### src/logic/eop_config.svh
/* EOP shim configuration */

`ifndef EOP_CONFIG_SVH
`define EOP_CONFIG_SVH

// Tag space and the tag width (log2 of the tag space)
`define EOP_MAX_ACTIVE_REQS    16
`define EOP_TAG_BITS           4

// Metadata field, the top bit marks reads that are not tracked
`define EOP_MDATA_BITS         8
`define EOP_RESERVED_MDATA_IDX 7

// Line count (length minus one) and read data widths
`define EOP_CL_BITS            2
`define EOP_DATA_BITS          16

// Tracking memory read latency and the clear-on-reset selection
`define EOP_RAM_LATENCY        2
`define EOP_RAM_CLEAR          1'b1
`define EOP_RAM_KEEP           1'b0

// Credit counter holds up to one credit per trackable tag
`define EOP_CREDIT_BITS        5

`endif

### src/logic/eop_pkg.sv
/* EOP shim types */

`default_nettype none

`include "eop_config.svh"

package eop_pkg;

    // ========================================
    // Scalar field types
    // ========================================

    typedef logic [`EOP_TAG_BITS-1:0]   tag_t;
    typedef logic [`EOP_CL_BITS-1:0]    cl_num_t;
    typedef logic [`EOP_MDATA_BITS-1:0] mdata_t;
    typedef logic [`EOP_DATA_BITS-1:0]  data_t;

    // ========================================
    // Opcodes and memory state
    // ========================================

    typedef enum logic {
        REQ_READ  = 1'b0,
        REQ_WRITE = 1'b1
    } req_kind_t;

    typedef enum logic {
        RSP_READ  = 1'b0,
        RSP_WRITE = 1'b1
    } rsp_kind_t;

    // The memory sweeps to zero after reset before it serves traffic
    typedef enum logic {
        RAM_CLEAR = 1'b0,
        RAM_RUN   = 1'b1
    } ram_state_t;

    // ========================================
    // Channel headers
    // ========================================

    // Request header, cl_len holds the packet length minus one
    typedef struct packed {
        logic      valid;
        req_kind_t kind;
        mdata_t    mdata;
        cl_num_t   cl_len;
    } req_hdr_t;

    // Response header
    // When format is set one response covers the whole packet and
    // cl_num holds the packet length minus one instead of a line index
    typedef struct packed {
        logic      valid;
        rsp_kind_t kind;
        mdata_t    mdata;
        data_t     data;
        logic      format;
        cl_num_t   cl_num;
        logic      eop;
    } rsp_hdr_t;

endpackage

`default_nettype wire

### src/logic/eop_ram.sv
/* Two-cycle tracking memory */

`timescale 1ns/1ps
`default_nettype none

`include "eop_config.svh"

module eop_ram
(
    input  logic                     clk,
    input  logic                     reset,
    input  logic                     clear_en,
    input  logic [`EOP_TAG_BITS-1:0] raddr,
    input  logic [`EOP_TAG_BITS-1:0] waddr,
    input  logic                     wen,
    input  logic [`EOP_CL_BITS-1:0]  wdata,
    output logic [`EOP_CL_BITS-1:0]  rdata,
    output logic                     rdy
);
    import eop_pkg::*;

    // Storage array, one entry per tag
    logic [`EOP_CL_BITS-1:0] mem [0:`EOP_MAX_ACTIVE_REQS-1];

    // First read stage, the array is sampled at the address edge
    logic [`EOP_CL_BITS-1:0] rd_q;

    ram_state_t              state;
    logic [`EOP_TAG_BITS-1:0] clr_ptr;
    logic                     clr_last;

    assign clr_last = (clr_ptr == (`EOP_TAG_BITS)'(`EOP_MAX_ACTIVE_REQS - 1));
    assign rdy      = (state == RAM_RUN);

    // ========================================
    // Clear sweep control
    // ========================================

    // An instance with clear enabled walks every entry once after reset
    always_ff @(posedge clk)
    begin
        if (reset)
        begin
            state   <= clear_en ? RAM_CLEAR : RAM_RUN;
            clr_ptr <= '0;
        end
        else if (state == RAM_CLEAR)
        begin
            clr_ptr <= clr_ptr + 1'b1;
            if (clr_last)
            begin
                state <= RAM_RUN;
            end
        end
    end

    // ========================================
    // Array access
    // ========================================

    // The sweep owns the write port until it finishes
    always_ff @(posedge clk)
    begin
        if (state == RAM_CLEAR)
        begin
            mem[clr_ptr] <= '0;
        end
        else if (wen)
        begin
            mem[waddr] <= wdata;
        end
    end

    // Read data lands on the output register two edges after the address
    // A write on the address edge is not seen by that read
    always_ff @(posedge clk)
    begin
        rd_q  <= mem[raddr];
        rdata <= rd_q;
    end

endmodule

`default_nettype wire

### src/logic/eop_flit_tracker.sv
/* Per-channel packet flit tracker */

`timescale 1ns/1ps
`default_nettype none

`include "eop_config.svh"

module eop_flit_tracker
(
    input  logic             clk,
    input  logic             reset,
    output logic             rdy,

    // New request to track
    input  logic             req_en,
    input  eop_pkg::tag_t    req_tag,
    input  eop_pkg::cl_num_t req_len,

    // New response
    input  logic             rsp_en,
    input  eop_pkg::tag_t    rsp_tag,
    input  logic             rsp_packed,

    // End of packet and packet length two cycles after the response strobe
    output logic             t2_eop,
    output eop_pkg::cl_num_t t2_len
);
    import eop_pkg::*;

    logic cnt_rdy;

    // Only the count memory sweeps, so readiness follows it
    assign rdy = cnt_rdy;

    // ========================================
    // Packet length memory
    // ========================================

    // Written by requests and read by responses, so each port has one owner
    eop_ram len_ram
    (
        .clk      (clk),
        .reset    (reset),
        .clear_en (`EOP_RAM_KEEP),
        .raddr    (rsp_tag),
        .waddr    (req_tag),
        .wen      (req_en),
        .wdata    (req_len),
        .rdata    (t2_len),
        .rdy      ()
    );

    // ========================================
    // Response pipeline
    // ========================================

    // The count read takes two cycles, and the two responses ahead of
    // this one have not written their update back yet
    logic    p_en     [1:2];
    tag_t    p_tag    [1:2];
    logic    p_packed [1:2];
    cl_num_t p_inflight [1:2];

    logic    match_1;
    logic    match_2;
    cl_num_t inflight_now;

    always_comb
    begin
        match_1      = p_en[1] && (p_tag[1] == rsp_tag);
        match_2      = p_en[2] && (p_tag[2] == rsp_tag);
        inflight_now = cl_num_t'(match_1) + cl_num_t'(match_2);
    end

    always_ff @(posedge clk)
    begin
        if (reset)
        begin
            p_en[1] <= 1'b0;
            p_en[2] <= 1'b0;
        end
        else
        begin
            p_en[1] <= rsp_en;
            p_en[2] <= p_en[1];
        end

        p_tag[1]      <= rsp_tag;
        p_tag[2]      <= p_tag[1];
        p_packed[1]   <= rsp_packed;
        p_packed[2]   <= p_packed[1];
        p_inflight[1] <= inflight_now;
        p_inflight[2] <= p_inflight[1];
    end

    // ========================================
    // Received count memory
    // ========================================

    cl_num_t rcvd_cnt;
    cl_num_t rcvd_upd;
    cl_num_t num_received;

    eop_ram cnt_ram
    (
        .clk      (clk),
        .reset    (reset),
        .clear_en (`EOP_RAM_CLEAR),
        .raddr    (rsp_tag),
        .waddr    (p_tag[2]),
        .wen      (p_en[2]),
        .wdata    (rcvd_upd),
        .rdata    (rcvd_cnt),
        .rdy      (cnt_rdy)
    );

    // Count includes the updates still in flight when the read was issued
    // The last line of a packet resets the entry for the next use of the tag
    always_comb
    begin
        num_received = rcvd_cnt + p_inflight[2];
        t2_eop       = 1'b0;
        rcvd_upd     = num_received + 1'b1;

        if (p_en[2] && (p_packed[2] || (num_received == t2_len)))
        begin
            t2_eop   = 1'b1;
            rcvd_upd = '0;
        end
    end

endmodule

`default_nettype wire

### src/logic/eop_detect_shim.sv
/* EOP detect response shim */

`timescale 1ns/1ps
`default_nettype none

`include "eop_config.svh"

module eop_detect_shim
(
    input  logic              clk,
    input  logic              reset,

    // Client side requests and platform side copies
    input  eop_pkg::req_hdr_t c0_req_in,
    input  eop_pkg::req_hdr_t c1_req_in,
    output eop_pkg::req_hdr_t c0_req_out,
    output eop_pkg::req_hdr_t c1_req_out,

    // Platform responses and the client side results
    input  eop_pkg::rsp_hdr_t c0_rsp_in,
    input  eop_pkg::rsp_hdr_t c1_rsp_in,
    output eop_pkg::rsp_hdr_t c0_rsp_out,
    output eop_pkg::rsp_hdr_t c1_rsp_out,

    // Request credits, one pulse per freed slot
    input  logic              c0_credit_in,
    input  logic              c1_credit_in,
    output logic              c0_credit_out,
    output logic              c1_credit_out
);
    import eop_pkg::*;

    logic    rd_rdy;
    logic    wr_rdy;
    logic    rd_eop;
    logic    wr_eop;
    cl_num_t wr_len;

    // Requests go to the platform untouched
    assign c0_req_out = c0_req_in;
    assign c1_req_out = c1_req_in;

    // ========================================
    // Read channel
    // ========================================

    rsp_hdr_t c0_pipe    [1:`EOP_RAM_LATENCY];
    logic     rd_tracked [1:`EOP_RAM_LATENCY];
    logic     rd_tracked_in;

    // Reads with the reserved bit come from elsewhere and share no tags
    assign rd_tracked_in = c0_rsp_in.valid && (c0_rsp_in.kind == RSP_READ) &&
                           !c0_rsp_in.mdata[`EOP_RESERVED_MDATA_IDX];

    eop_flit_tracker rd_tracker
    (
        .clk        (clk),
        .reset      (reset),
        .rdy        (rd_rdy),
        .req_en     (c0_req_in.valid && (c0_req_in.kind == REQ_READ) &&
                     !c0_req_in.mdata[`EOP_RESERVED_MDATA_IDX]),
        .req_tag    (c0_req_in.mdata[`EOP_TAG_BITS-1:0]),
        .req_len    (c0_req_in.cl_len),
        .rsp_en     (rd_tracked_in),
        .rsp_tag    (c0_rsp_in.mdata[`EOP_TAG_BITS-1:0]),
        .rsp_packed (1'b0),
        .t2_eop     (rd_eop),
        .t2_len     ()
    );

    // Responses wait for the tracker, then pick up eop on the output stage
    always_ff @(posedge clk)
    begin
        c0_pipe[1]    <= c0_rsp_in;
        rd_tracked[1] <= rd_tracked_in;
        for (int i = 2; i <= `EOP_RAM_LATENCY; i++)
        begin
            c0_pipe[i]    <= c0_pipe[i-1];
            rd_tracked[i] <= rd_tracked[i-1];
        end

        c0_rsp_out     <= c0_pipe[`EOP_RAM_LATENCY];
        c0_rsp_out.eop <= rd_tracked[`EOP_RAM_LATENCY] && rd_eop;

        if (reset)
        begin
            for (int i = 1; i <= `EOP_RAM_LATENCY; i++)
            begin
                c0_pipe[i].valid <= 1'b0;
            end
            c0_rsp_out.valid <= 1'b0;
        end
    end

    // ========================================
    // Write channel
    // ========================================

    rsp_hdr_t c1_pipe [1:`EOP_RAM_LATENCY];
    rsp_hdr_t c1_last;
    logic     c1_last_is_wr;

    assign c1_last       = c1_pipe[`EOP_RAM_LATENCY];
    assign c1_last_is_wr = (c1_last.kind == RSP_WRITE);

    eop_flit_tracker wr_tracker
    (
        .clk        (clk),
        .reset      (reset),
        .rdy        (wr_rdy),
        .req_en     (c1_req_in.valid && (c1_req_in.kind == REQ_WRITE)),
        .req_tag    (c1_req_in.mdata[`EOP_TAG_BITS-1:0]),
        .req_len    (c1_req_in.cl_len),
        .rsp_en     (c1_rsp_in.valid && (c1_rsp_in.kind == RSP_WRITE)),
        .rsp_tag    (c1_rsp_in.mdata[`EOP_TAG_BITS-1:0]),
        .rsp_packed (c1_rsp_in.format),
        .t2_eop     (wr_eop),
        .t2_len     (wr_len)
    );

    // Non-final beats are dropped, the final one becomes a packed response
    always_ff @(posedge clk)
    begin
        c1_pipe[1] <= c1_rsp_in;
        for (int i = 2; i <= `EOP_RAM_LATENCY; i++)
        begin
            c1_pipe[i] <= c1_pipe[i-1];
        end

        c1_rsp_out       <= c1_last;
        c1_rsp_out.valid <= c1_last.valid && (wr_eop || !c1_last_is_wr);
        if (c1_last_is_wr)
        begin
            c1_rsp_out.format <= 1'b1;
            c1_rsp_out.cl_num <= wr_len;
            c1_rsp_out.eop    <= wr_eop;
        end

        if (reset)
        begin
            for (int i = 1; i <= `EOP_RAM_LATENCY; i++)
            begin
                c1_pipe[i].valid <= 1'b0;
            end
            c1_rsp_out.valid <= 1'b0;
        end
    end

    // ========================================
    // Credit gating
    // ========================================

    logic [1:0]                 credit_in;
    logic [1:0]                 credit_out;
    logic [`EOP_CREDIT_BITS-1:0] credit_cnt [0:1];
    logic                       both_rdy;

    assign both_rdy  = rd_rdy && wr_rdy;
    assign credit_in = {c1_credit_in, c0_credit_in};

    // Every credit passes through the counter, so after the sweep a
    // credit shows up one cycle after it arrives
    always_comb
    begin
        for (int ch = 0; ch < 2; ch++)
        begin
            credit_out[ch] = both_rdy && (credit_cnt[ch] != '0);
        end
    end

    assign c0_credit_out = credit_out[0];
    assign c1_credit_out = credit_out[1];

    always_ff @(posedge clk)
    begin
        for (int ch = 0; ch < 2; ch++)
        begin
            if (reset)
            begin
                credit_cnt[ch] <= '0;
            end
            else
            begin
                credit_cnt[ch] <= credit_cnt[ch]
                                  + (`EOP_CREDIT_BITS)'(credit_in[ch])
                                  - (`EOP_CREDIT_BITS)'(credit_out[ch]);
            end
        end
    end

endmodule

`default_nettype wire

### config.mk
export PLATFORM = sky130hd
export DESIGN_NAME = eop_detect_shim
export DESIGN_NICKNAME = d
export VERILOG_FILES = /design/src/logic/eop_pkg.sv /design/src/logic/eop_ram.sv /design/src/logic/eop_flit_tracker.sv /design/src/logic/eop_detect_shim.sv
export VERILOG_INCLUDE_DIRS = /design/src /design/src/logic
export SDC_FILE = /design/constraint.sdc
export NUM_CORES = 1
export LEC_CHECK = 0
export ABC_CLOCK_PERIOD_IN_PS = 2800
export BUFFER_PORTS_ARGS = -buffer_cell sky130_fd_sc_hd__buf_2
export CAP_MARGIN = 20
export CORE_AREA = 8 8 157 159
export CTS_BUF_LIST = sky130_fd_sc_hd__clkbuf_2 sky130_fd_sc_hd__clkbuf_4 sky130_fd_sc_hd__clkbuf_8
export CTS_CLUSTER_DIAMETER = 150
export CTS_CLUSTER_SIZE = 10
export DETAILED_ROUTE_END_ITERATION = 8
export DIE_AREA = 0 0 165 167
export PLACE_DENSITY = 0.77
export SYNTH_ARGS = -nofsm -noshare
export SYNTH_HDL_FRONTEND = slang
export SYNTH_SLANG_ARGS = --single-unit
### constraint.sdc
create_clock -name clk -period 2.8 [get_ports clk]
set_clock_uncertainty 0.15 [all_clocks]
set_input_delay 0.14 -clock clk [delete_from_list [all_inputs] [get_ports clk]]
set_output_delay 0.14 -clock clk [all_outputs]
set_load 0.01 [all_outputs]
---- Yosys cells after proc, flatten, opt, wreduce, memory -nomap -nowiden ----
Memories as Yosys holds them, arrays and structs flattened. A register that Yosys moved wholly into a read port is not among the register bits.
Cells that the tools add are included.
storage, ports and cells
  bits in registers ....................... 88
  bits in latches ......................... 0
  RAM bits ................................ 292
  ROM bits ................................ 0
  input port bits ......................... 88
  word-level logic and storage cells ...... 161
  memories kept ........................... 16
memory list
  memory                  words  bits a word  rd ports  clocked after memory_dff  write ports  RTL line               source
  c0_pipe                 2      30           2         0                         2            eop_detect_shim.sv:47  rsp_hdr_t c0_pipe [1:`EOP_RAM_LATENCY];
  c1_pipe                 2      30           2         0                         2            eop_detect_shim.sv:99  rsp_hdr_t c1_pipe [1:`EOP_RAM_LATENCY];
  rd_tracker.cnt_ram.mem  16     2            1         1                         1            eop_ram.sv:23          logic [`EOP_CL_BITS-1:0] mem [0:`EOP_MAX_ACTIVE_REQS-1];
  rd_tracker.len_ram.mem  16     2            1         1                         1            eop_ram.sv:23
  wr_tracker.cnt_ram.mem  16     2            1         1                         1            eop_ram.sv:23
  wr_tracker.len_ram.mem  16     2            1         1                         1            eop_ram.sv:23
  10 more memories        --     --           --        --                        --           --
operators by class
  $add $sub $neg .......................... 14
  $mul .................................... 0
  div/mod/pow operators ................... 0
  magnitude comparators ................... 0
  equality and inequality tests ........... 10
  shift operators ......................... 0
  muxes and demuxes ....................... 52
  bitwise operators ....................... 12
  reduce and logical (&&, ||, !) cells .... 31
operators by type and width
  kind                                         count
  two-way mux 1 bit                            39
  logical AND 1 bit                            17
  adder 4 x 1 -> 4 bit, second input constant  4
  == test 4 bit                                4
  == test 4 bit, second input constant         4
  two-way mux 4 bit                            4
  two-way mux 2 bit                            6
  OR reduction 2 bit                           6
  adder 5 x 1 -> 5 bit                         2
  two-way mux 5 bit                            2
  nonzero test 5 bit                           2
  subtractor 5 x 1 -> 5 bit                    2
  bitwise OR 1 bit                             6
  adder 1 x 1 -> 2 bit                         2
  adder 2 x 1 -> 2 bit, second input constant  2
  adder 2 bit                                  2
  == test 2 bit                                2
  bitwise OR 1 bit, first input constant       4
  logical NOT 1 bit                            3
  logical OR 1 bit                             3
  two-way mux 3 bit                            1
  NOT 1 bit                                    2

---- Depth between registers and ports, before layout ----
Gate-level depths: netlist of run 1.
  word-level depth ........................ 8
  gate-level depth with buffers ........... 12

---- Hierarchy ----
A second synthesis of run 1 with hierarchy kept.
unflattened totals
  cell total of the unflattened synthesis .. 869
  area total of the unflattened synthesis .. 12682.2 um2
by module, submodules not included
  module            instances  cells each  area an instance (um2)  seq. area each (um2)
  eop_ram           4          118         1730.4                  1141.1
  eop_detect_shim   1          301         4604.4                  3803.6
  eop_flit_tracker  2          48          578.1                   320.3

---- Least setup slack after synthesis of run 1 ----
No wires, ideal clock.
  path kind ............................... register to register
  start point ............................. register rd_tracker.cnt_ram.state, in the netlist rd_tracker.cnt_ram.rdy
  end point ............................... memory credit_cnt[1][4] (netlist name)
  data arrival time ....................... 2.516 ns
  required time ........................... 2.579 ns
  setup slack ............................. 0.064 ns
  cell stages (with the launch flop) ...... 12
  buffers on the path ..................... 1
  path through ............................ dfxtp_1 > clkbuf_1 > nand2_1 > a31oi_1 > ha_1 > inv_1 > ha_1 > fa_1 > a21oi_1 > nor2_1 > or3_1 > a21oi_1
RTL lines
  item                      RTL line                source
  start: declaration        eop_ram.sv:28           ram_state_t state;
  start signal: assignment  eop_ram.sv:44           state <= clear_en ? RAM_CLEAR : RAM_RUN;
  end: declaration          eop_detect_shim.sv:155  logic [`EOP_CREDIT_BITS-1:0] credit_cnt [0:1];

==> reports/qor.csv, run 1 <==
metric;value;unit
die_w;165;µm
gp_routability_congestion;0.737;
drt_iter0_drc;386;
worst_pin_slew;0.807;ns
hold_class;primary input to register;
worst_slack;0.197;ns
grt.overflow.total;0;
antenna_left;0;
period_minus_slack;2.60;ns
seq_power_share;57.5;%
routed_via_density;5.01;
arrival;2.93;ns
cts_setup_buffers;0;
async_flop_share;0;%
synth_cells;821;
dp_hpwl;14.9;mm
slew_headroom;46.2;%
synth.distinct_cells;49;
regToRegStartpoint;credit_cnt[0][2]$_SDFF_PP0_;
drtPass1Iterations;5;
syn_avg_cell_area;14.6;µm²
tritoncts;yes;
dp_cells;1226;
ys.flop_type;dfxtp_1;
path_class;register to register;
synth_edf_count;128;
avgRoutedWirePerCell;16.9;µm
die-area;27600;µm²
min-delay-start;reset;
nNetsFinal;1160;
diodes;0;
syn-num-nets;931;
power;10100;µW
post-route-period-util;93.0;%
grt_pass1_wl;37.5;mm
die_y;167;µm
rows;55;
pwr-share-clk;34.9;%
areaGrowthSynthToFinish;20.1;%
cp-startpoint;credit_cnt[0][2]$_SDFF_PP0_;
worst_setup_path_start_kind;register;
timing.hold.ws;0.0191;ns
grt_pass1_vias;7407;
ys_ff_latch;366;
port-buffer-count;158;
synthMuxAreaShare;7.36;%
crit_required;3.13;ns
fmax;384;MHz
finalNonFillerCells;1359;
grt_max_degree;41;
synth_top_family_by_area;simple AND/OR/NAND/NOR gates;
routed_wl;23.0;mm
grtUsageMet2;27.4;%
power_frac_comb;7.7;%
use_met1;20.8;%
cts_root_buf;clkbuf_8;
htree_levels;2;
slew_violations;0;
cp-end-kind;register;
cts_max_path_buffers;3;
cts_sinks;366;
finalCoreUtilization;64.5;%
antenna_found_initial;0;
synth-xor-area-share;2.83;%
ir_worst_vdd;663;µV
intPower;7900;µW
yosysWarnings;0;
route.detailed.drc;0;
vias;6812;
cp_max_fo;2;
r2r_setup_slack;0.20;ns
finalSetupViolCount;0;
yosys.area_share.simple;8.99;%
powerDensity;706;nW/µm²
grtUsageMet3;6.19;%
synth-compound-area-share;3.11;%
num_io_pins;174;
swShare;21.9;%
grt_usage;16.9;%
clk_latency;0.54;ns
preCtsSetupSlack;0.0509;ns
p_leak;0.00562;µW
start_util;53.8;%
maxCapViolCount;0;
final_hold_viol_count;0;
ys_seq_area_share;72.0;%
run_status;completed;
core_area;22200;µm²
drive_gt1_share;26.0;%
busiest_layer;met2;
cts_buffers;42;
clk_pin_slew;0.07;ns
synthAdderAreaFrac;2.43;%
synth_area;12000;µm²
p_switching;2220;µW
[power groups by stage]
stage	registers (µW)	clock network, µW	logic (µW)
floorplan	5920	0	468
global placement	5910	0	662
detailed placement	5930	0	687
CTS	5810	3620	762
global route	5840	3860	872
finish	5820	3530	779
[routing by layer]
metal	wire, µm	part of all wire (%)
met5	0	0
met4	483	2.1
met3	2150	9.4
met2	10800	47
met1	9610	42
[cell type report]
| cell class | instances | area [µm²] |
|---|---|---|
| Clock inverter | 3 | 47.5 |
| Fill cell | 1576 | 7880 |
| Timing Repair Buffer | 230 | 1490 |
| Inverter | 26 | 97.6 |
| Multi-Input combinational cell | 384 | 2990 |
| Clock buffer | 65 | 757 |
| Tap cell | 285 | 357 |
| Sequential cell | 366 | 8610 |
[state kept, by name, indices dropped and copies added, names as in the netlist, 4 cells and up]
signal                      cells
rd_tracker.cnt_ram.clr_ptr      4
rd_tracker.p_tag                6
wr_tracker.cnt_ram.clr_ptr      4
c0_pipe                        52
rd_tracker.len_ram.mem         32
wr_tracker.p_tag                6
rd_tracker.p_inflight           4
wr_tracker.p_inflight           4
wr_tracker.len_ram.mem         32
c1_rsp_out                     30
credit_cnt                     10
rd_tracker.len_ram.clr_ptr      4
wr_tracker.len_ram.clr_ptr      4
c1_pipe                        54
rd_tracker.cnt_ram.mem         32
c0_rsp_out                     30
wr_tracker.cnt_ram.mem         32
[final timing paths]
path | endpoint | cells past startpoint
worst max register to register | credit_cnt[0][4]$_SDFF_PP0_ | 12
worst max-delay path | credit_cnt[0][4]$_SDFF_PP0_ | 12
worst min register to register | c0_rsp_out[6]$_DFF_P_ | 0
worst min-delay path | rd_tracker.cnt_ram.clr_ptr[2]$_SDFFE_PP0N_ | 2
[cells by family (layout without fill, tap and decap cells)]
| logic type | Yosys count | count (layout) |
|---|---|---|
| simple gates | 222 | 222 |
| compound gates | 56 | 56 |
| fa+ha+maj | 22 | 22 |
| xor+xnor | 37 | 37 |
| mux | 47 | 47 |
| buf+inv | 71 | 324 |
| flops | 366 | 366 |
[worst max-delay path, cell delays in order, from the launching register on]
cell	delay (ns)
dfxtp_1	0.32
inv_1	0.09
ha_1	0.17
nor4b_4	0.20
nor2_2	0.06
ha_1	0.27
inv_1	0.04
ha_2	0.18
fa_2	0.39
a21oi_2	0.14
nor2_1	0.05
or3_1	0.34
a21oi_1	0.14
[synth_stat cells (2+ instances only)]
master | count | share of area (%)
a211o_1 | 2 | 0.15
a21o_1 | 3 | 0.19
a21oi_1 | 11 | 0.46
a22oi_1 | 8 | 0.50
a311o_1 | 2 | 0.17
a31oi_1 | 15 | 0.79
a32oi_1 | 2 | 0.15
a41oi_1 | 2 | 0.15
and2_1 | 3 | 0.16
and3_1 | 3 | 0.16
buf_1 | 2 | 0.063
buf_2 | 4 | 0.17
buf_4 | 27 | 1.7
buf_6 | 2 | 0.19
clkbuf_1 | 10 | 0.31
dfxtp_1 | 238 | 40
edfxtp_1 | 128 | 32
fa_1 | 2 | 0.34
ha_1 | 20 | 2.1
inv_1 | 26 | 0.82
mux2_2 | 4 | 0.38
mux2i_1 | 10 | 0.84
mux4_2 | 32 | 6.0
nand2_1 | 28 | 0.88
nand2b_1 | 8 | 0.42
nand3_1 | 20 | 0.84
nand4b_1 | 3 | 0.22
nor2_1 | 95 | 3.0
nor2b_1 | 27 | 1.4
nor3_1 | 11 | 0.46
nor3b_1 | 7 | 0.44
nor4_1 | 4 | 0.21
nor4b_1 | 2 | 0.15
o21ai_0 | 7 | 0.29
or2_2 | 2 | 0.10
or3_1 | 4 | 0.21
xnor2_1 | 18 | 1.3
xor2_1 | 18 | 1.3
[timing repair]
item                                   4_1_cts  5_1_grt
setup endpoints to repair                    0        1
resized for setup                            0        6
hold buffers                                65        0
endpoints found under the hold margin      110        0
[placed cells by master (no fill, tap or decap), drive strengths merged, types with 3 or more instances in the layout]
master       instances
dlygate4sd3         65
buf                165
nor2                95
a21o                 3
a31oi               15
nor4                 4
or3                  4
a21oi               11
xnor2               18
edfxtp             128
or2                  3
mux2                 4
a22oi                8
mux2i               11
nand3               21
inv                 28
ha                  20
xor2                18
o21ai                7
nor3b                7
and3                 3
and2                 3
dfxtp              238
mux4                32
nor2b               27
nand4b               3
nand2               28
nor3                11
clkbuf              65
nand2b               8
[through the flow]
stage | TNS, ns | cell area [µm²]
after floorplan | 0 | 12000
after global placement | 0 | 12900
after detailed placement | 0 | 12900
after CTS | 0 | 14300
after global routing | -0.0113 | 14300
final | 0 | 14300
No activity file was read; power rests on OpenSTA's default activity.
==> inputs of run 2 (changes only) <==
--- a/config.mk
+++ b/config.mk
@@ -12,5 +12,4 @@
 export CORE_AREA = 8 8 157 159
 export CTS_BUF_LIST = sky130_fd_sc_hd__clkbuf_2 sky130_fd_sc_hd__clkbuf_4 sky130_fd_sc_hd__clkbuf_8
-export CTS_CLUSTER_DIAMETER = 150
 export CTS_CLUSTER_SIZE = 10
 export DETAILED_ROUTE_END_ITERATION = 8
==> constraint.sdc (replaced) <==
create_clock -name clk -period 2.8 [get_ports clk]
set_clock_uncertainty 0.15 [all_clocks]
set_input_delay 0.28 -clock clk [delete_from_list [all_inputs] [get_ports clk]]
set_output_delay 0.28 -clock clk [all_outputs]
set_load 0.01 [all_outputs]
==> reports/qor.csv, run 2 (synthesis results as in run 1) <==
metric;value;unit
r2r_cells;12;
final_common_cell;dfxtp_1;
dp_hpwl;14.7;mm
rsz0062_at_grt;no;
rows;55;
multi_input_area;2990;µm²
regToRegStartpoint;credit_cnt[0][3]$_SDFF_PP0_;
worst_pin_slew;0.830;ns
p_switching;2440;µW
antenna_left;0;
intPower;8710;µW
grt_pass1_wl;36.9;mm
gp_routability_congestion;0.745;
start_util;53.8;%
path_class;register to register;
r2r_setup_slack;0.17;ns
powerDensity;758;nW/µm²
power;11200;µW
areaGrowthSynthToFinish;23.1;%
busiest_layer;met2;
num_io_pins;174;
path_buf_inv;2;
p_leak;0.00581;µW
drtPass1Iterations;4;
pwr-share-clk;40.7;%
cts_root_buf;clkbuf_8;
fmax;380;MHz
largest_reg_flops;54;
cp_max_fo;2;
grtUsageMet2;27.4;%
use_met1;19.8;%
drive_gt1_share;28.4;%
swShare;21.9;%
die_y;167;µm
mostFrequentLayoutCells;dfxtp_1, buf_2, edfxtp_1;
min_to;rd_tracker.p_tag[1][0]$_DFF_P_;
slew_headroom;44.7;%
port-buffer-count;158;
clk_latency;0.56;ns
fill_cells;1561;
power_frac_comb;7.1;%
die-area;27600;µm²
cts_buffers;54;
vias;6913;
critical_path.slowest_cell;fa_2;
grtUsageMet3;6.61;%
largestRegisters;c1_pipe x54, c0_pipe x52;
routed_via_density;4.98;
post-route-period-util;93.9;%
tritoncts;yes;
core_area;22200;µm²
min-delay-start;c0_rsp_in[20];
grt_usage;16.7;%
reg2reg_to;credit_cnt[0][4]$_SDFF_PP0_;
min_path_cells;1;
grt.overflow.total;0;
final_hold_viol_count;0;
finalSetupViolCount;0;
drt_iter0_drc;426;
cp-end-kind;register;
worst_setup_path_start_kind;register;
crit_cells;12;
tns;0;ns
arrival;2.97;ns
timing.hold.ws;0.0286;ns
cts_sinks;366;
hold_class;primary input to register;
routed_wl;23.1;mm
htree_levels;2;
ir_worst_vdd;597;µV
cp_top_family;adder cells;
run_status;completed;
clk_pin_slew;0.06;ns
nNetsFinal;1169;
period_minus_slack;2.63;ns
slew_violations;0;
seqCellArea;8610;µm²
maxCapViolCount;0;
route.detailed.drc;0;
max_flop_register;c1_pipe;
grt_pass1_vias;7349;
grt_max_degree;41;
crit_required;3.14;ns
critical-path-max-stage-delay;0.38;ns
antenna_found_initial;2;
cp_cell_sequence;inv_2 -> ha_1 -> nor4b_4 -> nor2_2 -> ha_1 -> inv_1 -> ha_2 -> fa_2 -> a21oi_2 -> nor2_1 -> or3_1 -> a21oi_2;
seq_power_share;52.2;%
cts_max_path_buffers;3;
avgRoutedWirePerCell;16.6;µm
die_w;165;µm
## run 2: changes by cell type in the layout (fill, tap and decap cells not counted), moves of 2 or more
cell,previous run,this run
clkbuf_8,43,69
clkinv_2,0,10
clkbuf_4,22,15
dlygate4sd3_1,65,60
buf_4,7,9
diode_2,0,2
## run 2: metal layers
metal  routed length, µm  vias up  part of all wire, %
li1                    -     3364                    -
met1                9440     3297                   41
met2               11100      219                   48
met3                2150       33                  9.3
met4                 428        0                  1.9
met5                   0        -                    0
## run 2: power groups by stage
stage               registers (µW)  logic (µW)  clock network [µW]
floorplan                     5920         468                   0
global placement              5910         663                   0
detailed placement            5930         688                   0
CTS                           5820         760                4630
global route                  5840         878                4880
finish                        5820         787                4550
## run 2: metrics by stage
step	std cells	setup slack [ns]	instance area (µm²)	utilization, %
final	1388	0.171	14700	66.2
after global routing	1388	0.00983	14700	66.2
after CTS	1385	0.0485	14700	66.0
after detailed placement	1227	0.0724	12900	57.9
after global placement	1227	0.178	12900	57.9
after floorplan	821	0.0636	12000	-
## run 2: what timing repair did
action	4_1_cts	5_1_grt
hold buffers	60	0
buffers inserted	0	1
endpoints found under the hold margin	71	0
resized for setup	0	8
endpoints found under the setup margin	0	1
## run 2: how the worst max path moves through the flow
| stage | start | slack (ns) | endpoint |
|---|---|---|---|
| after detailed placement | credit_cnt[0][3]$_SDFF_PP0_ | 0.07 | credit_cnt[0][4]$_SDFF_PP0_ |
| after global placement | credit_cnt[0][3]$_SDFF_PP0_ | 0.18 | credit_cnt[0][4]$_SDFF_PP0_ |
| after global routing | credit_cnt[0][3]$_SDFF_PP0_ | 0.01 | credit_cnt[0][4]$_SDFF_PP0_ |
| after CTS | credit_cnt[0][3]$_SDFF_PP0_ | 0.05 | credit_cnt[0][4]$_SDFF_PP0_ |
| final | credit_cnt[0][3]$_SDFF_PP0_ | 0.17 | credit_cnt[0][4]$_SDFF_PP0_ |
| after floorplan | rd_tracker.cnt_ram.rdy$_SDFF_PP0_ | 0.06 | credit_cnt[1][4]$_SDFF_PP0_ |
## run 2: cell type report
| class | count | share of cell area [%] |
|---|---|---|
| sequential | 366 | 58.5 |
| timing repair buffer | 227 | 9.92 |
| antenna | 2 | 0.0340 |
| tap | 285 | 2.42 |
| clock inverter | 14 | 0.885 |
| inverter | 26 | 0.663 |
| clock buffer | 84 | 7.22 |
| multi-input combinational | 384 | 20.3 |
